==> config.mk <==
export PLATFORM = sky130hd
export DESIGN_NAME = registerFile
export DESIGN_NICKNAME = d
export VERILOG_FILES = /design/src/verilog/registerFile.sv
export VERILOG_INCLUDE_DIRS = /design/src /design/src/verilog
export SDC_FILE = /design/constraint.sdc
export NUM_CORES = 2
export LEC_CHECK = 0
export BUFFER_PORTS_ARGS = -buffer_cell sky130_fd_sc_hd__buf_2
export CAP_MARGIN = 5
export CORE_MARGIN = 2
export CORE_UTILIZATION = 50
export CTS_BUF_LIST = sky130_fd_sc_hd__clkbuf_8 sky130_fd_sc_hd__clkbuf_16
export DETAILED_ROUTE_END_ITERATION = 10
export GPL_ROUTABILITY_DRIVEN = 0
export GPL_TIMING_DRIVEN = 1
export PLACE_DENSITY_LB_ADDON = 0.25
export SLEW_MARGIN = 20
export SYNTH_ARGS = -nofsm -noshare
export SYNTH_HDL_FRONTEND = slang
export SYNTH_SLANG_ARGS = --single-unit
export TNS_END_PERCENT = 30
==> constraint.sdc <==
create_clock -name Clk -period 3.55 [get_ports Clk]
set_input_delay 0.1775 -clock Clk [delete_from_list [all_inputs] [get_ports Clk]]
set_output_delay 0.1775 -clock Clk [all_outputs]
set_load 0.005 [all_outputs]
==> src/verilog/mipsCfg.svh <==
`ifndef MIPS_CFG_SVH
`define MIPS_CFG_SVH

// Datapath and register index widths
`define XLEN 32
`define REG_ADDR_W 5

// Instruction memory, word addressed
`define IMEM_WORDS 64
`define IMEM_AW $clog2(`IMEM_WORDS)

// Data memory, word addressed by address bits above [1:0]
`define DMEM_WORDS 64
`define DMEM_AW $clog2(`DMEM_WORDS)

`endif

==> src/verilog/registerFile.sv <==
`timescale 1ns/1ps
`include "mipsCfg.svh"

module registerFile (
	input logic Clk,
	input logic rstN,
	input logic [`REG_ADDR_W-1:0] rsIdx,
	input logic [`REG_ADDR_W-1:0] rtIdx,
	input logic wbEn,
	input logic [`REG_ADDR_W-1:0] wbReg,
	input logic [`XLEN-1:0] wbData,
	output logic [`XLEN-1:0] rsData,
	output logic [`XLEN-1:0] rtData
);

	logic [`XLEN-1:0] regs [2**`REG_ADDR_W];

	// Same-cycle write is visible to the reader
	function automatic logic [`XLEN-1:0] readPort(input logic [`REG_ADDR_W-1:0] idx);
		if (wbEn && wbReg != '0 && wbReg == idx)
			return wbData;
		return regs[idx];
	endfunction

	always_comb begin
		rsData = readPort(rsIdx);
		rtData = readPort(rtIdx);
	end

	always_ff @(posedge Clk or negedge rstN) begin
		if (!rstN) begin
			for (int i = 0; i < 2**`REG_ADDR_W; i++)
				regs[i] <= '0;
		end else if (wbEn && wbReg != '0) begin // r0 stays zero
			regs[wbReg] <= wbData;
		end
	end

endmodule

Word-level counts from Yosys, hierarchy flattened

Cells that the tools add are included.

Memories kept: 0
Latch bits: 0
Register bits: 1024
Bits in writable memories: 0
ROM bits: 0
Output and inout bits: 64
Logic and storage cells: 61

Divide/modulo/power cells: 0
Shifts and indexed selects: 0
$add $sub $neg: 0
Multiplexer cells: 15
$mul: 0
Reductions and logical operators: 5
Equal/unequal tests: 2
$lt $le $gt $ge: 4
Bitwise operators: 3

Operator list:

| kind                                                                  | count |
|---|---|
| 1024-bit bitwise mux                                                  | 1 |
| 32-bit binary-select mux with 5-bit select                            | 2 |
| 32-bit two-way mux                                                    | 9 |
| 32-bit demux with 5-bit select                                        | 1 |
| 6-bit greater-or-equal comparator (second input constant)             | 3 |
| 5-bit inverter with 6-bit output                                      | 3 |
| 5-bit == test                                                         | 2 |
| 6-bit by 1-bit < comparator with 1-bit output (second input constant) | 1 |
| 5-bit nonzero test                                                    | 1 |
| 1-bit logical AND                                                     | 4 |
| 1-bit two-way mux                                                     | 2 |

Logic depth before layout (Yosys ltp)

Depth in word-level cells: 6
Gate-level depth with buffers: 8
Depth with buffers taken out: 5

Least setup slack after synthesis

OpenSTA, ideal clock, no wires.

Kind: input to output
Start point: in rsIdx[0]
End point: out rsData[0]
Buffers on the path: 2
Data arrival time: 1778 ps
Slack: 1594 ps
Cell stages on the path: 7
Required time: 3372 ps
Path through: buf_6 -> buf_6 -> mux4_2 -> mux4_2 -> nand2_1 -> nand3_1 -> mux2_2

Longest elaborated chain between the ends: 5

RTL lines:

| item                                                   | RTL line           | source |
|---|---|---|
| start: declaration                                     | registerFile.sv:7  | `` input logic [`REG_ADDR_W-1:0] rsIdx, `` |
| 5-bit inverter with 6-bit output (not written as such) | registerFile.sv:22 | `return regs[idx];` |
| 32-bit binary-select mux with 5-bit select             | registerFile.sv:22 |  |
| 32-bit two-way mux (not written as such) (2 in series) | registerFile.sv:22 |  |
| 32-bit two-way mux (*)                                 | registerFile.sv:22 |  |
| end: declaration                                       | registerFile.sv:12 | `` output logic [`XLEN-1:0] rsData, `` |

Every way passes the cells marked *; elsewhere a longest branch is shown, timed or not. The select of a mux whose other input is x is not followed.

Worst setup path in the final report

Start point: reg regs[895] (netlist name)
End point: out rsData[31]

Longest elaborated chain between the ends: 4

RTL lines:

| item                                                   | RTL line           | source |
|---|---|---|
| start: declaration                                     | registerFile.sv:16 | `` logic [`XLEN-1:0] regs [2**`REG_ADDR_W]; `` |
| start signal: indexed assignment                       | registerFile.sv:35 | `regs[wbReg] <= wbData;` |
| 32-bit binary-select mux with 5-bit select             | registerFile.sv:22 |  |
| 32-bit two-way mux (not written as such) (2 in series) | registerFile.sv:22 |  |
| 32-bit two-way mux                                     | registerFile.sv:22 |  |

No other way between the ends. The select of a mux whose other input is x is not followed.

==> run metrics <==
placed cell count roughly 4,700; final total power approximately 34 mW; Period Utilization, post-route between 80% and 90%; TNS Setup 0 ns; vias per cell 7.06; share of layout cells above drive strength 1 about 50%; Slew @ Worst Pin 1.04 ns; combinational share of power between 20% and 30%; CP Data Arrival Time approximately 2.9 ns; flops & latches, synth just over 1,000; top cells by area, synth dfrtp_1 (48%), mux4_2 (22%), mux2_2 (16%); worst r2r dst regs[236]$_DFFE_PN0P_; syn avg cell area ~15 um2; port bufs 113; Post-Synthesis Cells between 3,000 and 4,000; synthesized area ~0.053 mm2; clk_skew 0 ns; Min Clock Period, post-route roughly 3.0 ns; Row Count 119; Wirelength per Cell around 35 um; leading area contributor after synthesis dfrtp_1; core area 0.106 mm2; antenna violations before repair 14; clock share of power about a third; largest registers regs x1024; fin area roughly 0.060 mm2; WL final ~170 mm; endpoints failing setup 0; initial DRC count between 4,000 and 5,000; compound-gate portion of the synthesized area under 10%; Post-synth top cells dfrtp_1 (1,024), mux2_2 (759), mux4_2 (511); clock sink count just over 1,000; Clk Latency, worst-skew pair 0.69 ns; vias in the first global route 36,200; die area 0.110 mm2; CTS-repair resized insts 0; root buffer selected by CTS clkbuf_16; IO Count ~110; via count roughly 35,000; CTS H-tree lvls 3; Worst-path clk slew about 0.06 ns; Setup crit start kind flip-flop; asr flop ratio synth 100%; Pint 24.4 mW; GRT Total Usage approximately a third; register area share after synthesis a little under half; Initial Util between 50% and 60%; reg2reg path depth 1; RR Startpoint regs[236]$_DFFE_PN0P_; Most flops, register regs; drt first pass iters 5; mux share of post-synthesis cell area 42.6%; Post-DP HPWL 107 mm; Post-CTS Repair Setup Buffers 0; Min-Delay Path Class input pin to async pin; first-pass GRT wire length around 250 mm; top-count cell post-synth dfrtp_1; CP endpoint kind output pin; peak fanout along the critical path 3; CP Class flip-flop to output pin; Yosys warnings 0; Syn Nets about 3,500; sw power 9.09 mW; beginning of the critical path regs[895]$_DFFE_PN0P_; max frequency between 0.3 and 0.4 GHz; Primary FF master, synth dfrtp_1; largest family of logic cells by synthesized area multiplexers; non-filler cells, final 4,937; Num CTS Buffers approximately 110; Switching Fraction 27.1%; status complete, no violations; maximum capacitance violations 0; sequential power share a little under half; unrepaired setup endpoints after global routing false; PD cells between 500 and 600 mW/mm2; post-synth top area share between 40 and 50%; Synth Area in Simple Gates under 10%; NumNets Final around 3,500; Peak VDD IR between 0.3 and 0.4 mV; Final Hold Viols 0; Max clock buf depth 3; post-synthesis adder-cell area fraction 0%; Cell variety after synth 40; max reg flops about 1,000; Worst EP required 3.37 ns; Residual DRC 0; Syn-to-layout area delta 11.5%; Placement Cell Area about 0.056 mm2; Synth Area in XOR/XNOR 0.164%; Post-synth EDFFs 0; hold buffers post-CTS 1; max-slew violation count 0; reg2reg setup slack around 2.7 ns; Post-DRT Antenna Nets 0; slew margin rel. between 30% and 40%; CTS tree done; die width ~330 um; grt ovf 0; Leakage about 26 nW; Die Ht around 330 um; largest net degree at the start of global routing roughly 100
[cell type report]
class | count | area (um2)
clock inverter | 51 | 372
timing repair buffer | 278 | 2560
fill | 8156 | 46100
tap | 1391 | 1740
clock buffer | 138 | 3150
multi-input combinational | 2044 | 26100
antenna | 8 | 20.0
sequential | 1024 | 25600
inverter | 3 | 11.3
[cell families (layout without fill, tap and decap cells)]
kind of cell,count (synthesis),count (layout)
muxes,1510,1510
DFF,1024,1024
buffers and inverters,415,470
AOI/OAI and AO/OA,320,320
and+or+nand+nor,204,204
xor gates and xnor gates,10,10
other,0,8
[power by group through the flow]
stage	clock [mW]	combinational, mW	sequential (mW)
final	11.3	6.69	15.5
after global placement	0	6.46	15.3
after CTS	11.4	6.69	15.4
after detailed placement	0	6.66	15.7
after global routing	11.9	7.08	15.8
after floorplan	0	4.94	15.0
[metrics by stage]
step                hold WS, ns  utilization (%)  setup slack, ns
finish                   0.0537             56.4            0.511
global placement          0.248             53.0            0.709
global route              0.131             56.3            0.539
CTS                      0.0844             56.3            0.580
floorplan                -0.118                -             1.59
detailed placement        0.261             53.0            0.720
[worst max-delay path, cell delays in order (launching register included)]
cell and delay [ns]:
dfrtp_1 0.38, mux4_2 0.24, o22ai_1 0.08, or4_1 0.59
o21ai_1 0.63, buf_2 0.25
[layer usage]
| layer | track usage, % | share of wire, % | up-vias |
|---|---|---|---|
| met5 | 0 | 0.048 | - |
| met4 | 12.2 | 3.8 | 14 |
| met3 | 8.81 | 10 | 385 |
| met2 | 48.1 | 46 | 1910 |
| met1 | 44.3 | 40 | 18900 |
| li1 | - | - | 13600 |
[cell usage in the layout, fill, tap and decap left out, types with 2 or more instances in the layout]
cell	instances
a211oi_1	2
a221oi_1	2
and2_1	2
buf_12	56
buf_2	108
buf_4	108
buf_8	5
bufinv_16	5
clkbuf_16	111
clkbuf_8	27
clkinv_2	19
clkinvlp_4	4
dfrtp_1	1024
diode_2	8
inv_1	22
inv_2	2
mux2_1	234
mux2_2	759
mux2i_1	6
mux4_2	511
nand2_1	64
nand2_2	19
nand3_1	5
nand3_2	5
nand3b_1	7
nor2_1	6
nor2_4	16
nor2b_1	3
nor3b_1	4
o21ai_1	62
o22ai_1	248
or3_2	3
or4_1	62
xnor2_1	6
xor2_1	4
[how the worst max path moves through the flow]
stage,slack (ns),endpoint,cells after the start
3_3_place_gp,0.71,rsData[31],7
4_1_cts,0.58,rsData[31],5
2_1_floorplan,1.59,rsData[0],7
5_1_grt,0.54,rsData[0],6
6_report,0.51,rsData[31],5
3_5_place_dp,0.72,rsData[31],7
Note: power is estimated with default switching activity, not from simulation.
