$ cat src/verilog/mipsCfg.svh
`ifndef MIPS_CFG_SVH
`define MIPS_CFG_SVH

// Datapath and register index widths
`define XLEN 32
`define REG_ADDR_W 5

// Instruction memory, word addressed
`define IMEM_WORDS 64
`define IMEM_AW $clog2(`IMEM_WORDS)

// Data memory, word addressed by address bits above [1:0]
`define DMEM_WORDS 64
`define DMEM_AW $clog2(`DMEM_WORDS)

`endif

$ cat src/verilog/fetchStage.sv
`timescale 1ns/1ps
`include "mipsCfg.svh"

module fetchStage (
	input logic Clk,
	input logic rstN,
	input logic imemWrEn,
	input logic [`IMEM_AW-1:0] imemAddr,
	input logic [`XLEN-1:0] imemData,
	input logic branchTaken,
	input logic [`XLEN-1:0] branchTarget,
	input logic jumpTaken,
	input logic [`XLEN-1:0] jumpTarget,
	output logic [`XLEN-1:0] instrId,
	output logic [`XLEN-1:0] pcId
);

	logic [`XLEN-1:0] imem [`IMEM_WORDS];
	logic [`XLEN-1:0] pc;
	logic [`XLEN-1:0] pcNext;
	logic [`XLEN-1:0] instrIf;

	// Program load port
	always_ff @(posedge Clk) begin
		if (imemWrEn)
			imem[imemAddr] <= imemData;
	end

	assign instrIf = imem[pc[`IMEM_AW+1:2]]; // Word fetch at PC

	// Branch is older than the jump in decode, so it wins
	always_comb begin
		if (branchTaken)
			pcNext = branchTarget;
		else if (jumpTaken)
			pcNext = jumpTarget;
		else
			pcNext = pc + `XLEN'd4;
	end

	always_ff @(posedge Clk or negedge rstN) begin
		if (!rstN) begin
			pc <= '0;
			instrId <= '0;
		end else begin
			pc <= pcNext;
			if (branchTaken || jumpTaken)
				instrId <= '0; // Squash into a bubble
			else
				instrId <= instrIf;
		end
	end

	always_ff @(posedge Clk) begin
		pcId <= pc;
	end

endmodule

$ cat config.mk
export PLATFORM = sky130hd
export DESIGN_NAME = fetchStage
export DESIGN_NICKNAME = d
export VERILOG_FILES = /design/src/verilog/fetchStage.sv
export VERILOG_INCLUDE_DIRS = /design/src /design/src/verilog
export SDC_FILE = /design/constraint.sdc
export NUM_CORES = 2
export LEC_CHECK = 0
export ABC_AREA = 1
export BUFFER_PORTS_ARGS = -buffer_cell sky130_fd_sc_hd__buf_2
export CORE_ASPECT_RATIO = 1.4
export CORE_UTILIZATION = 35
export CTS_BUF_LIST = sky130_fd_sc_hd__clkbuf_4 sky130_fd_sc_hd__clkbuf_8
export DETAILED_ROUTE_END_ITERATION = 8
export GPL_TIMING_DRIVEN = 0
export PLACE_DENSITY = 0.5
export SLEW_MARGIN = 20
export SYNTH_ARGS = -nofsm -noshare
export SYNTH_HDL_FRONTEND = slang
export SYNTH_SLANG_ARGS = --single-unit
export TNS_END_PERCENT = 30
$ cat constraint.sdc
create_clock -name Clk -period 5.1 [get_ports Clk]
set_input_delay 1.02 -clock Clk [delete_from_list [all_inputs] [get_ports Clk]]
set_output_delay 1.02 -clock Clk [all_outputs]
set_load 0.01 [all_outputs]
After elaboration in Yosys (flattened, before gate mapping)
Memory sizes are Yosys's and may differ from the RTL's.
Cells that the tools add are included.
Word-level totals
  register bits: 96
  latch bits: 0
  bits in writable memories: 2048
  ROM bits: 0
  input bits: 107
  output and inout bits: 64
  word-level logic and storage cells: 11
  memories: 1
Memory list
  imem: depth 64, width 32, rd ports 1, clocked after memory_dff 0, wr ports 1, line fetchStage.sv:18  | logic [`XLEN-1:0] imem [`IMEM_WORDS];
Cells by class
  add/sub/neg operators: 1
  $mul: 0
  divide/modulo/power cells: 0
  $lt $le $gt $ge: 0
  eq/ne operators: 0
  shifts and indexed selects: 0
  multiplexer cells: 5
  bitwise logic cells: 0
  reduce and logical (&&, ||, !) cells: 1
Operators by type and width (number)
  2-to-1 mux 32 bit: 3
  adder 32 x 3 -> 32 bit, second input constant: 1
  2-to-1 mux 1 bit: 2
  logical OR 1 bit: 1

Depth between registers and ports, before layout
  depth after elaboration: 3
  depth in mapped cells: 17
  depth with buffers taken out: 13

Least setup slack after synthesis
OpenSTA, ideal clock, no wires.
  kind: in2reg
  start: input imemWrEn
  end: memory imem[48][0] (netlist bit), enable pin
  library setup time: 0.502 ns
  arrival time: 4.648 ns
  required time: 4.598 ns
  slack: -0.050 ns
  stages on the path: 3
  path through: clkbuf_1 nand4_1 nor4_1
On the way
  longest elaborated chain between the ends: 2
RTL lines
  start, declared: line fetchStage.sv:7  | input logic imemWrEn,
  2-to-1 mux 1 bit: line fetchStage.sv:25  | if (imemWrEn)
  2-to-1 mux 1 bit (not written as such): line fetchStage.sv:26  | imem[imemAddr] <= imemData;
  end, declared: line fetchStage.sv:18
No other way between the ends.

Final worst setup path
  start: register pc[4]
  end: register instrId[4]
On the way
  longest elaborated chain between the ends: 2
RTL lines
  start, declared: line fetchStage.sv:19  | logic [`XLEN-1:0] pc;
  start signal, assigned: line fetchStage.sv:46  | pc <= pcNext;
  memory read (64 x 32 bit)
  2-to-1 mux 32 bit: line fetchStage.sv:47  | if (branchTaken || jumpTaken)
  end signal, assigned: line fetchStage.sv:50  | instrId <= instrIf;
  end, declared: line fetchStage.sv:14  | output logic [`XLEN-1:0] instrId,
No other way between the ends.

==> results.tsv <==
stage	metric	value	unit
grt	grtUsageMet3	3.85	%
floorplan	initial_core_util	35.2	%
timing	timing.final.crit_share	95.1	%
clock_network	cts.sinks	2144	
yosys	ys_seq_area_share	70.6	%
power_and_ir_drop	vdd_drop_max	0.212	mV
placement	place_congestion	1.00	
timing	fmax	0.206	GHz
finish	area_delta_synth_final	17.0	%
timing	finalSetupViolCount	0	
min_path	worstHoldEndpoint	pc[19]	
finish	nFillCells	25100	
grt	grt_pass1_vias	63000	
drt	vias	64400	
floorplan	fp.dieH	603	um
grt	grt_overflow	0	
yosys	ys_warn_count	0	
yosys	yosys.area.top_type_share	68.1	%
yosys	avgSynthCellArea	10.4	um^2
min_path	holdCritPathClass	in -> reg	
drt	drt_iter0_drc	5895	
placement	port_buffers	165	
critical_path	rr_endpoint	instrId[4]	
floorplan	boundaryPins	171	
timing	finalWorstSetupSlack	251	ps
drt	wl_per_cell	26.3	um
clock_network	cts-root-buf	clkbuf_8	
min_path	hold_path_depth	3	
critical_path	reg2reg_slack	250	ps
drt	wl	344	mm
status	status	completed	
grt	grtUsageMet2	45.8	%
drt	avgViaCountPerCell	4.93	
job	maxCapViolCount	0	
critical_path	worstReg2RegStart	pc[4]	
clock_network	cts_tree	yes	
yosys	synth.distinct_cells	29	
floorplan	rows	220	
timing	worstMarginPinSlew	1220	ps
yosys	synth_top_area_cell	edfxtp_1	
grt	grt.total_usage	26.0	%
critical_path	r2r_cells	11	
finish	seq_area	63700	um^2
timing	min_period	4850	ps
placement	place_ws	438	ps
yosys	synth_nets	8772	
floorplan	die_w	431	um
grt	grt_pass1_wl	474	mm
yosys	syn_area	90300	um^2
clock_network	cts_max_level	5	
finish	multiInputGateArea	21500	um^2
critical_path	worst_setup_path_end_kind	register	
grt	grtUsageMet1	29.4	%
power_and_ir_drop	p_per_area	378	nW/um^2
yosys	yosys-top-cells-area	edfxtp_1 (68%), nand2_1 (13%), nand3_1 (4.9%)	
timing	slew_viol_final	0	
clock_network	clk_latency	1000	ps
placement	post-dp-hpwl	249	mm
timing	tns	0	ps
timing	slew_headroom	18.6	%
timing	rsz0062_at_grt	no	
finish	final_nets	9441	
grt	antenna_found_initial	33	
critical_path	startpoint_type	register	
timing	hold_violations	0	
floorplan	die_area	260000	um^2
clock_network	cts.path.max_buffers	4	
yosys	syn_inst	8664	
clock_network	cts_inserted_buffers	348	
drt	drtPass1Iterations	8	
critical_path	crit_type	reg -> reg	
floorplan	core	257000	um^2
timing	hold_ws	252	ps
drt	ant_nets	0	
timing	finalClockSkew	76.7	ps
grt	grt.busiest_layer	met2	
critical_path	arrival	5640	ps
min_path	hold_start	branchTarget[19]	
yosys	ys_ff_latch	2144	
critical_path	worstPathRequired	5900	ps
finish	layout-drive-gt1-share	12.0	%
critical_path	path_max_fanout	10	
clock_network	path_clk_slew	70	ps
grt	grt_max_degree	57	
drt	drc	0	
power_and_ir_drop	cellLeakagePower	0.0430	uW
==> critical path: stages, from the launching register on <==
cell	delay, ps
dfrtp_1	390
buf_2	270
nand2_1	560
inv_1	690
buf_2	730
buf_2	670
nand2_1	110
nand2_1	80
nor2_1	140
nand2_1	230
nand3_1	220
a21oi_1	500
==> kinds of logic (layout without fill, tap and decap cells) <==
kind of cell | Yosys count | count (layout) | synth area share, %
AOI/OAI and AO/OA | 318 | 318 | 1.83
xor gates and xnor gates | 5 | 5 | 0.0485
adders and majority gates | 1 | 1 | 0.0139
buffers and inverters | 1375 | 2319 | 6.04
DFF | 2144 | 2144 | 70.6
other | 0 | 14 | 0
and+or+nand+nor | 4821 | 4821 | 21.4
==> metrics by stage <==
stage / utilization [%] / instances / instance area, um^2 / power [uW]
4_1_cts: 41.2 / 13000 / 106000 / 40100
2_1_floorplan: - / 8664 / 90300 / 22200
6_report: 41.2 / 13100 / 106000 / 39900
5_1_grt: 41.2 / 13100 / 106000 / 41100
3_3_place_gp: 37.2 / 12300 / 95400 / 24800
3_5_place_dp: 38.4 / 12400 / 98600 / 24900
==> repair_timing <==
item / CTS / global route
gates resized for setup: 0 / 0
setup buffers: 0 / 0
endpoints found under the hold margin: 16 / 0
hold buffers: 1 / 0
==> registers in the layout (all words and copies together) (netlist names) <==
name,count
pcId,32
imem,2048
instrId,32
pc,32
==> worst max path at each step <==
stage / from / to / slack [ps] / depth (start not counted)
after detailed placement: pc[4] / instrId[2] / 440 / 11
after CTS: pc[4] / instrId[2] / 400 / 11
after global routing: pc[4] / instrId[4] / 410 / 11
after floorplan: imemWrEn / imem[48][0] / -50 / 3
final: pc[4] / instrId[4] / 250 / 11
after global placement: imemAddr[3] / imem[50][14] / -3250 / 4
==> power by group <==
| part | internal [uW] | switching (uW) | total [uW] |
|---|---|---|---|
| Clock | 8220 | 7100 | 15300 |
| Combinational | 1140 | 3900 | 5050 |
| Sequential | 19500 | 86.1 | 19600 |
| Total | 28800 | 11100 | 39900 |
==> placed cells by master, fill, tap and decap left out, types with 23 or more instances in the layout <==
cell,count
inv_1,923
a21oi_1,74
clkinv_2,36
clkbuf_1,203
clkbuf_8,369
dfrtp_1,64
buf_4,53
buf_16,39
o211ai_1,23
buf_2,339
buf_12,66
nor2_4,56
dfxtp_1,32
o21ai_0,205
edfxtp_1,2048
nand2_1,3245
clkbuf_4,125
clkinv_1,73
nor2_1,563
nand3_1,888
buf_1,49
==> area by class of cell <==
cell class | count | area share [%]
multi-input cells | 5145 | 20.4
repair buffers | 319 | 3.38
flip-flops and latches | 2144 | 60.4
plain buffers | 446 | 1.87
clock inverters | 131 | 0.887
diodes | 14 | 0.0332
clock buffers | 494 | 5.70
well taps | 3441 | 4.08
inverters | 929 | 3.30
==> synthesized netlist by cell type <==
master and number:
a21oi_1 74, xnor2_1 1, o21ai_0 205, dfrtp_1 64, clkbuf_1 213, o211ai_1 23, and3_1 4, nor3_1 21
o22ai_1 4, nor4_1 8, buf_1 52, or2_0 1, nand3b_1 5, nor2_1 619, ha_1 1, buf_2 162
inv_4 1, inv_1 923, dfxtp_1 32, nand2_1 3245, o21ai_1 12, nand4_1 13, or2_2 17, edfxtp_1 2048
xor2_1 4, nand3_1 888, buf_6 4, buf_4 15, clkinv_1 5
==> per-layer routing <==
layer	vias up	part of all wire, %
li1	29700	-
met1	31400	37
met2	2518	50
met3	694	6.3
met4	10	6.9
met5	-	0.020
Power figures use the tool's default switching activity.
