--- src/verilog/mipsCfg.svh ---
`ifndef MIPS_CFG_SVH
`define MIPS_CFG_SVH

// Datapath and register index widths
`define XLEN 32
`define REG_ADDR_W 5

// Instruction memory, word addressed
`define IMEM_WORDS 64
`define IMEM_AW $clog2(`IMEM_WORDS)

// Data memory, word addressed by address bits above [1:0]
`define DMEM_WORDS 64
`define DMEM_AW $clog2(`DMEM_WORDS)

`endif

--- src/verilog/mipsPkg.sv ---
package mipsPkg;

	// Primary opcode field, instr[31:26]
	typedef enum logic [5:0] {
		OP_SPECIAL = 6'd0,
		OP_J = 6'd2,
		OP_BEQ = 6'd4,
		OP_BNE = 6'd5,
		OP_ADDI = 6'd8,
		OP_ADDIU = 6'd9,
		OP_SLTI = 6'd10,
		OP_ANDI = 6'd12,
		OP_ORI = 6'd13,
		OP_XORI = 6'd14,
		OP_LW = 6'd35,
		OP_SW = 6'd43
	} opcodeE;

	// Function field of SPECIAL, instr[5:0]
	typedef enum logic [5:0] {
		FN_ADD = 6'd32,
		FN_ADDU = 6'd33,
		FN_SUB = 6'd34,
		FN_SUBU = 6'd35,
		FN_AND = 6'd36,
		FN_OR = 6'd37,
		FN_XOR = 6'd38,
		FN_NOR = 6'd39,
		FN_SLT = 6'd42
	} functE;

	typedef enum logic [2:0] {ALU_AND, ALU_OR, ALU_XOR, ALU_NOR, ALU_ADD, ALU_SUB, ALU_SLT} aluOpE;

	typedef enum logic {WB_ALU, WB_MEM} wbSrcE;

endpackage

--- src/verilog/decodeStage.sv ---
`timescale 1ns/1ps
`include "mipsCfg.svh"

module decodeStage (
	input logic Clk,
	input logic rstN,
	input logic [`XLEN-1:0] instrId,
	input logic [`XLEN-1:0] pcId,
	input logic [`XLEN-1:0] rsData,
	input logic [`XLEN-1:0] rtData,
	output logic [`REG_ADDR_W-1:0] rsIdx,
	output logic [`REG_ADDR_W-1:0] rtIdx,
	output logic jumpTaken,
	output logic [`XLEN-1:0] jumpTarget,
	output mipsPkg::aluOpE aluOpEx,
	output logic aluSrcImmEx,
	output logic memReadEx,
	output logic memWriteEx,
	output mipsPkg::wbSrcE wbSrcEx,
	output logic regWriteEx,
	output logic [`REG_ADDR_W-1:0] destRegEx,
	output logic [`REG_ADDR_W-1:0] rsEx,
	output logic [`REG_ADDR_W-1:0] rtEx,
	output logic [`XLEN-1:0] rsDataEx,
	output logic [`XLEN-1:0] rtDataEx,
	output logic [`XLEN-1:0] immEx,
	output logic [`XLEN-1:0] pcEx,
	output logic branchEqEx,
	output logic branchNeEx
);
	import mipsPkg::*;

	opcodeE opcode;
	functE funct;
	aluOpE aluOp;
	wbSrcE wbSrc;
	logic aluSrcImm, memRead, memWrite, regWrite, regDstRd;
	logic branchEq, branchNe, zeroExt;
	logic [`REG_ADDR_W-1:0] destReg;
	logic [`XLEN-1:0] imm;

	assign opcode = opcodeE'(instrId[31:26]);
	assign funct = functE'(instrId[5:0]);
	assign rsIdx = instrId[25:21];
	assign rtIdx = instrId[20:16];

	// Anything not listed falls through as a bubble
	always_comb begin
		aluOp = ALU_ADD;
		aluSrcImm = 1'b0;
		memRead = 1'b0;
		memWrite = 1'b0;
		wbSrc = WB_ALU;
		regWrite = 1'b0;
		regDstRd = 1'b0;
		branchEq = 1'b0;
		branchNe = 1'b0;
		zeroExt = 1'b0;
		jumpTaken = 1'b0;
		case (opcode)
			OP_SPECIAL: begin
				regDstRd = 1'b1;
				regWrite = 1'b1;
				case (funct)
					FN_ADD, FN_ADDU: aluOp = ALU_ADD;
					FN_SUB, FN_SUBU: aluOp = ALU_SUB;
					FN_AND: aluOp = ALU_AND;
					FN_OR: aluOp = ALU_OR;
					FN_XOR: aluOp = ALU_XOR;
					FN_NOR: aluOp = ALU_NOR;
					FN_SLT: aluOp = ALU_SLT;
					default: regWrite = 1'b0; // Includes the all-zero word
				endcase
			end
			OP_ADDI, OP_ADDIU, OP_SLTI, OP_ANDI, OP_ORI, OP_XORI: begin
				aluSrcImm = 1'b1;
				regWrite = 1'b1;
				zeroExt = (opcode == OP_ANDI) || (opcode == OP_ORI) || (opcode == OP_XORI);
				case (opcode)
					OP_SLTI: aluOp = ALU_SLT;
					OP_ANDI: aluOp = ALU_AND;
					OP_ORI: aluOp = ALU_OR;
					OP_XORI: aluOp = ALU_XOR;
					default: aluOp = ALU_ADD;
				endcase
			end
			OP_LW: begin
				aluSrcImm = 1'b1;
				memRead = 1'b1;
				wbSrc = WB_MEM;
				regWrite = 1'b1;
			end
			OP_SW: begin
				aluSrcImm = 1'b1;
				memWrite = 1'b1;
			end
			OP_BEQ: begin
				aluOp = ALU_SUB;
				branchEq = 1'b1;
			end
			OP_BNE: begin
				aluOp = ALU_SUB;
				branchNe = 1'b1;
			end
			OP_J: jumpTaken = 1'b1;
			default: ;
		endcase
	end

	assign destReg = regDstRd ? instrId[15:11] : instrId[20:16];
	assign imm = {{(`XLEN-16){instrId[15] & ~zeroExt}}, instrId[15:0]};
	assign jumpTarget = {pcId[`XLEN-1:`XLEN-4], instrId[25:0], 2'b00};

	always_ff @(posedge Clk or negedge rstN) begin
		if (!rstN) begin
			aluOpEx <= ALU_ADD;
			aluSrcImmEx <= 1'b0;
			memReadEx <= 1'b0;
			memWriteEx <= 1'b0;
			wbSrcEx <= WB_ALU;
			regWriteEx <= 1'b0;
			branchEqEx <= 1'b0;
			branchNeEx <= 1'b0;
		end else begin
			aluOpEx <= aluOp;
			aluSrcImmEx <= aluSrcImm;
			memReadEx <= memRead;
			memWriteEx <= memWrite;
			wbSrcEx <= wbSrc;
			regWriteEx <= regWrite;
			branchEqEx <= branchEq;
			branchNeEx <= branchNe;
		end
	end

	always_ff @(posedge Clk) begin
		destRegEx <= destReg;
		rsEx <= rsIdx;
		rtEx <= rtIdx;
		rsDataEx <= rsData;
		rtDataEx <= rtData;
		immEx <= imm;
		pcEx <= pcId;
	end

endmodule

--- config.mk ---
export PLATFORM = sky130hd
export DESIGN_NAME = decodeStage
export DESIGN_NICKNAME = d
export VERILOG_FILES = /design/src/verilog/mipsPkg.sv /design/src/verilog/decodeStage.sv
export VERILOG_INCLUDE_DIRS = /design/src /design/src/verilog
export SDC_FILE = /design/constraint.sdc
export NUM_CORES = 1
export LEC_CHECK = 0
export BUFFER_PORTS_ARGS = -buffer_cell sky130_fd_sc_hd__buf_2
export CAP_MARGIN = 25
export CORE_AREA = 3 3 126 128
export CTS_BUF_LIST = sky130_fd_sc_hd__clkbuf_4 sky130_fd_sc_hd__clkbuf_8
export CTS_CLUSTER_SIZE = 16
export DETAILED_ROUTE_END_ITERATION = 6
export DIE_AREA = 0 0 129 131
export GPL_TIMING_DRIVEN = 1
export PLACE_DENSITY = 0.66
export SLEW_MARGIN = 10
export SYNTH_ARGS = -nofsm -noshare
export SYNTH_HDL_FRONTEND = slang
export SYNTH_SLANG_ARGS = --single-unit
export TNS_END_PERCENT = 50
--- constraint.sdc ---
create_clock -name Clk -period 1.4 [get_ports Clk]
set_input_delay 0 -clock Clk [delete_from_list [all_inputs] [get_ports Clk]]
set_output_delay 0 -clock Clk [all_outputs]
set_load 0.01 [all_outputs]
# After elaboration in Yosys (flattened, before gate mapping)
# Cells that the tools add are included.
# totals
input_bits	130
output_inout_bits	196
word_cells	59
ff_bits	137
# classes
n_eq_ne	20
muxes	14
n_bitwise	2
reduce_logical	9
# ops
operator	n
6-bit equality test, second input constant	11
6-bit by 4-bit equality test with 1-bit output, second input constant	6
3-bit case mux with 6 select lines	1
6-bit by 3-bit equality test with 1-bit output, second input constant	2
3-bit case mux with 4 select lines	1
1-bit two-way mux	9
3-bit case mux with 3 select lines	1
9-bit OR reduction	1
8-bit OR reduction	1
7-bit OR reduction	1
6-bit by 2-bit equality test with 1-bit output, second input constant	1
6-bit zero test	1
6-bit OR reduction	1
5-bit two-way mux	1
2-bit OR reduction	2
1-bit logical OR	2
1-bit case mux with 2 select lines	1
1-bit bitwise AND	1
1-bit NOT	1

# Depth between registers and ports, before layout
# depth
word_depth	6
ltp_mapped	5
depth_no_buf	3

# Worst setup path after synthesis
# No wires, ideal clock.
# synth_path
kind	in2reg
from	input instrId[31]
to	register destRegEx[0]
t_required_ps	1279
path_stages	4
setup_time_ps	121
t_arrival_ps	1082
n_path_buf	1
setup_slack_ps	197
cell_sequence	or4_4 > nand2b_4 > buf_6 > mux2_4
# synth_between
elab_chain_len	3
# synth_lines
item	line_no	source
start: declaration	decodeStage.sv:7	input logic [`XLEN-1:0] instrId,
6-bit zero test	decodeStage.sv:60	case (opcode)
1-bit two-way mux	decodeStage.sv:60	
5-bit two-way mux	decodeStage.sv:110	assign destReg = regDstRd ? instrId[15:11] : instrId[20:16];
net destReg[0]	decodeStage.sv:39	logic [`REG_ADDR_W-1:0] destReg;
end signal: assignment	decodeStage.sv:137	destRegEx <= destReg;
end: declaration	decodeStage.sv:21	output logic [`REG_ADDR_W-1:0] destRegEx,
# The timed path passes the listed nets, and every way through them passes these cells.

# Worst setup path after layout
# layout_path
from	input instrId[31]
to	register destRegEx[1]
# Same word-level chain as after synthesis.

==> results.json <==
{
  "slew_viol_final": 0,
  "grt_pass1_vias": 3193,
  "drt_iter0_drc": 54,
  "start_kind": "primary input",
  "total_power_mw": 8.19,
  "antenna_found_initial": 1,
  "worstPathArrival_ps": 1690,
  "final_common_cell": "buf_2",
  "maxCapViolCount": 0,
  "finalSetupViolCount": 0,
  "cts.sinks": 137,
  "fillCellCount": 1355,
  "final_util": 0.445,
  "drtAntennaViolNets": 0,
  "ys_seq_area_frac": 0.779,
  "path_clk_slew_ps": 80,
  "finalHoldViolations": 0,
  "num_vias": 3201,
  "nNetsFinal": 779,
  "drive_above_1_share": 0.556,
  "syn_avg_cell_area_um2": 15.1,
  "drt_wl_total_um": 12500,
  "track_usage": 0.137,
  "synth_area_leaders": "dfxtp_1 (72%), buf_4 (12%), dfrtp_1 (5.6%)",
  "period_share": 0.981,
  "grt_max_degree": 17,
  "synth_top_flop_cell": "dfxtp_1",
  "cts-buffers-inserted": 17,
  "netlist_instances": 237,
  "fin_tns_setup_ps": 0,
  "cp_max_fo": 6,
  "worstSetupPathType": "primary input to flop",
  "die_w_um": 129,
  "clock_path_buffers": 2,
  "post_cts_buffers": 0,
  "fin_area_mm2": 0.00666,
  "post-place-ws_ps": 79.8,
  "drc": 0,
  "status": "completed",
  "hp-class": "primary input to asynchronous set/reset pin",
  "synth_top_area_frac": 0.716,
  "boundaryPins": 326,
  "fin_ws_ps": 26.0,
  "viasPerCell": 3.76,
  "rsz0062_at_grt": "no",
  "powerDensity_mw_per_mm2": 1230,
  "die-area_mm2": 0.0169,
  "cts_root_buf": "clkbuf_8",
  "grt_pass1_wl_um": 17200,
  "slew_headroom": 0.672,
  "worstPathRequired_ps": 1720,
  "synth-edff-count": 0,
  "placed_area_mm2": 0.00498,
  "die_height_um": 131,
  "worstSetupEndpointType": "flop",
  "netlist_area_mm2": 0.00358,
  "hpwl_um": 8470,
  "vdd_drop_max_mv": 0.489,
  "tritoncts": "built",
  "io_buffers": 323,
  "async_reset_ff_frac": 0.0657,
  "synth_area_leader_cell": "dfxtp_1",
  "core.rowCount": 45,
  "max_freq_ghz": 0.728,
  "synth_cell_types": 35,
  "grt-ovfl-total": 0,
  "final_cell_mix": "buf_2 (321), dlygate4sd3_1 (130), dfxtp_1 (128), clkbuf_8 (17), dfrtp_1 (8)",
  "tightest_slew_ps": 485,
  "gp_congestion": 0.817,
  "synth_seq_cells": 137,
  "p_leak_nw": 3.35,
  "dr.pass1.iters": 4,
  "start_util": 0.239,
  "ys.warnings.count": 0,
  "wl_per_cell_um": 14.7,
  "syn_to_final_growth_pct": 86.1,
  "fin_crit_ps": 1370,
  "core_mm2": 0.0150,
  "htreeDepth": 4
}
where the power goes:
group	leakage [nW]	total, mW	internal (mW)	switching, mW
combinational	1.97	1.03	0.583	0.448
clock	0.179	3.01	1.32	1.69
sequential	1.20	4.15	4.10	0.0524
total	3.35	8.19	6.00	2.19
per-stage QoR:
step,hold slack (ps),std cells
floorplan,-296,238
global placement,-135,690
detailed placement,-134,690
CTS,38.6,852
global route,35.7,851
finish,59.2,851
cell families (layout without fill, tap and decap cells):
logic type,after synthesis,after routing,share of synthesized area
AND/OR/NAND/NOR,20,20,0.0402
multiplexers,6,6,0.0238
other,1,3,0.00105
flip-flops,137,137,0.779
buffers and inverters,64,488,0.133
AO/OA/AOI/OAI,9,9,0.0224
sequential cells by signal, summed over array words and instances, names as in the netlist:
| register | flops |
|---|---|
| aluOpEx | 3 |
| aluSrcImmEx | 1 |
| branchEqEx | 1 |
| branchNeEx | 1 |
| destRegEx | 5 |
| immEx | 17 |
| memWriteEx | 1 |
| pcEx | 32 |
| regWriteEx | 1 |
| rsDataEx | 32 |
| rsEx | 5 |
| rtDataEx | 32 |
| rtEx | 5 |
| wbSrcEx | 1 |
path summary, 6_finish.rpt:
check,start,to,slack [ps],cells after the start
min in group Clk,rtData[11],rtDataEx[11]$_DFF_P_,190,2
min,rstN,aluOpEx[2]$_DFF_PN1_,60,2
max in group asynchronous,rstN,regWriteEx$_DFF_PN0_,560,3
max,instrId[31],destRegEx[1]$_DFF_P_,30,5
cell usage after synthesis, types with 2 or more instances:
| cell | n |
|---|---|
| buf_4 | 59 |
| dfrtp_1 | 8 |
| dfxtp_1 | 128 |
| inv_1 | 3 |
| mux2_4 | 5 |
| nor3_1 | 2 |
| nor3b_1 | 2 |
| nor4_1 | 3 |
repair_timing:
item                       CTS  global route
hold buffers               130             0
setup endpoints to repair    0             7
gates resized for setup      0             2
hold endpoints to repair   146             0
worst max-delay path, stage by stage:
cell	delay (ps)
dlygate4sd3_1	520
buf_2	130
or4_4	510
nand2b_4	220
mux2_4	310
area by class of cell:
class	count	area [um^2]	area share
Antenna cell	1	2.50	0.000376
Clock buffer	18	241	0.0363
Clock inverter	14	133	0.0199
Inverter	3	11.3	0.00169
Multi-Input combinational cell	37	325	0.0488
Sequential cell	137	2790	0.419
Tap cell	188	235	0.0353
Timing Repair Buffer	453	2920	0.439
routing by layer:
metal / share of wire / wire [um] / up-vias / GRT usage
met2: 0.54 / 6720 / 174 / 0.245
met1: 0.37 / 4650 / 1469 / 0.145
met4: 0.021 / 260 / 0 / 0.0587
met5: 0 / 0 / - / 0
li1: - / - / 1538 / -
met3: 0.072 / 902 / 20 / 0.0488
Power figures use the tool's default switching activity.
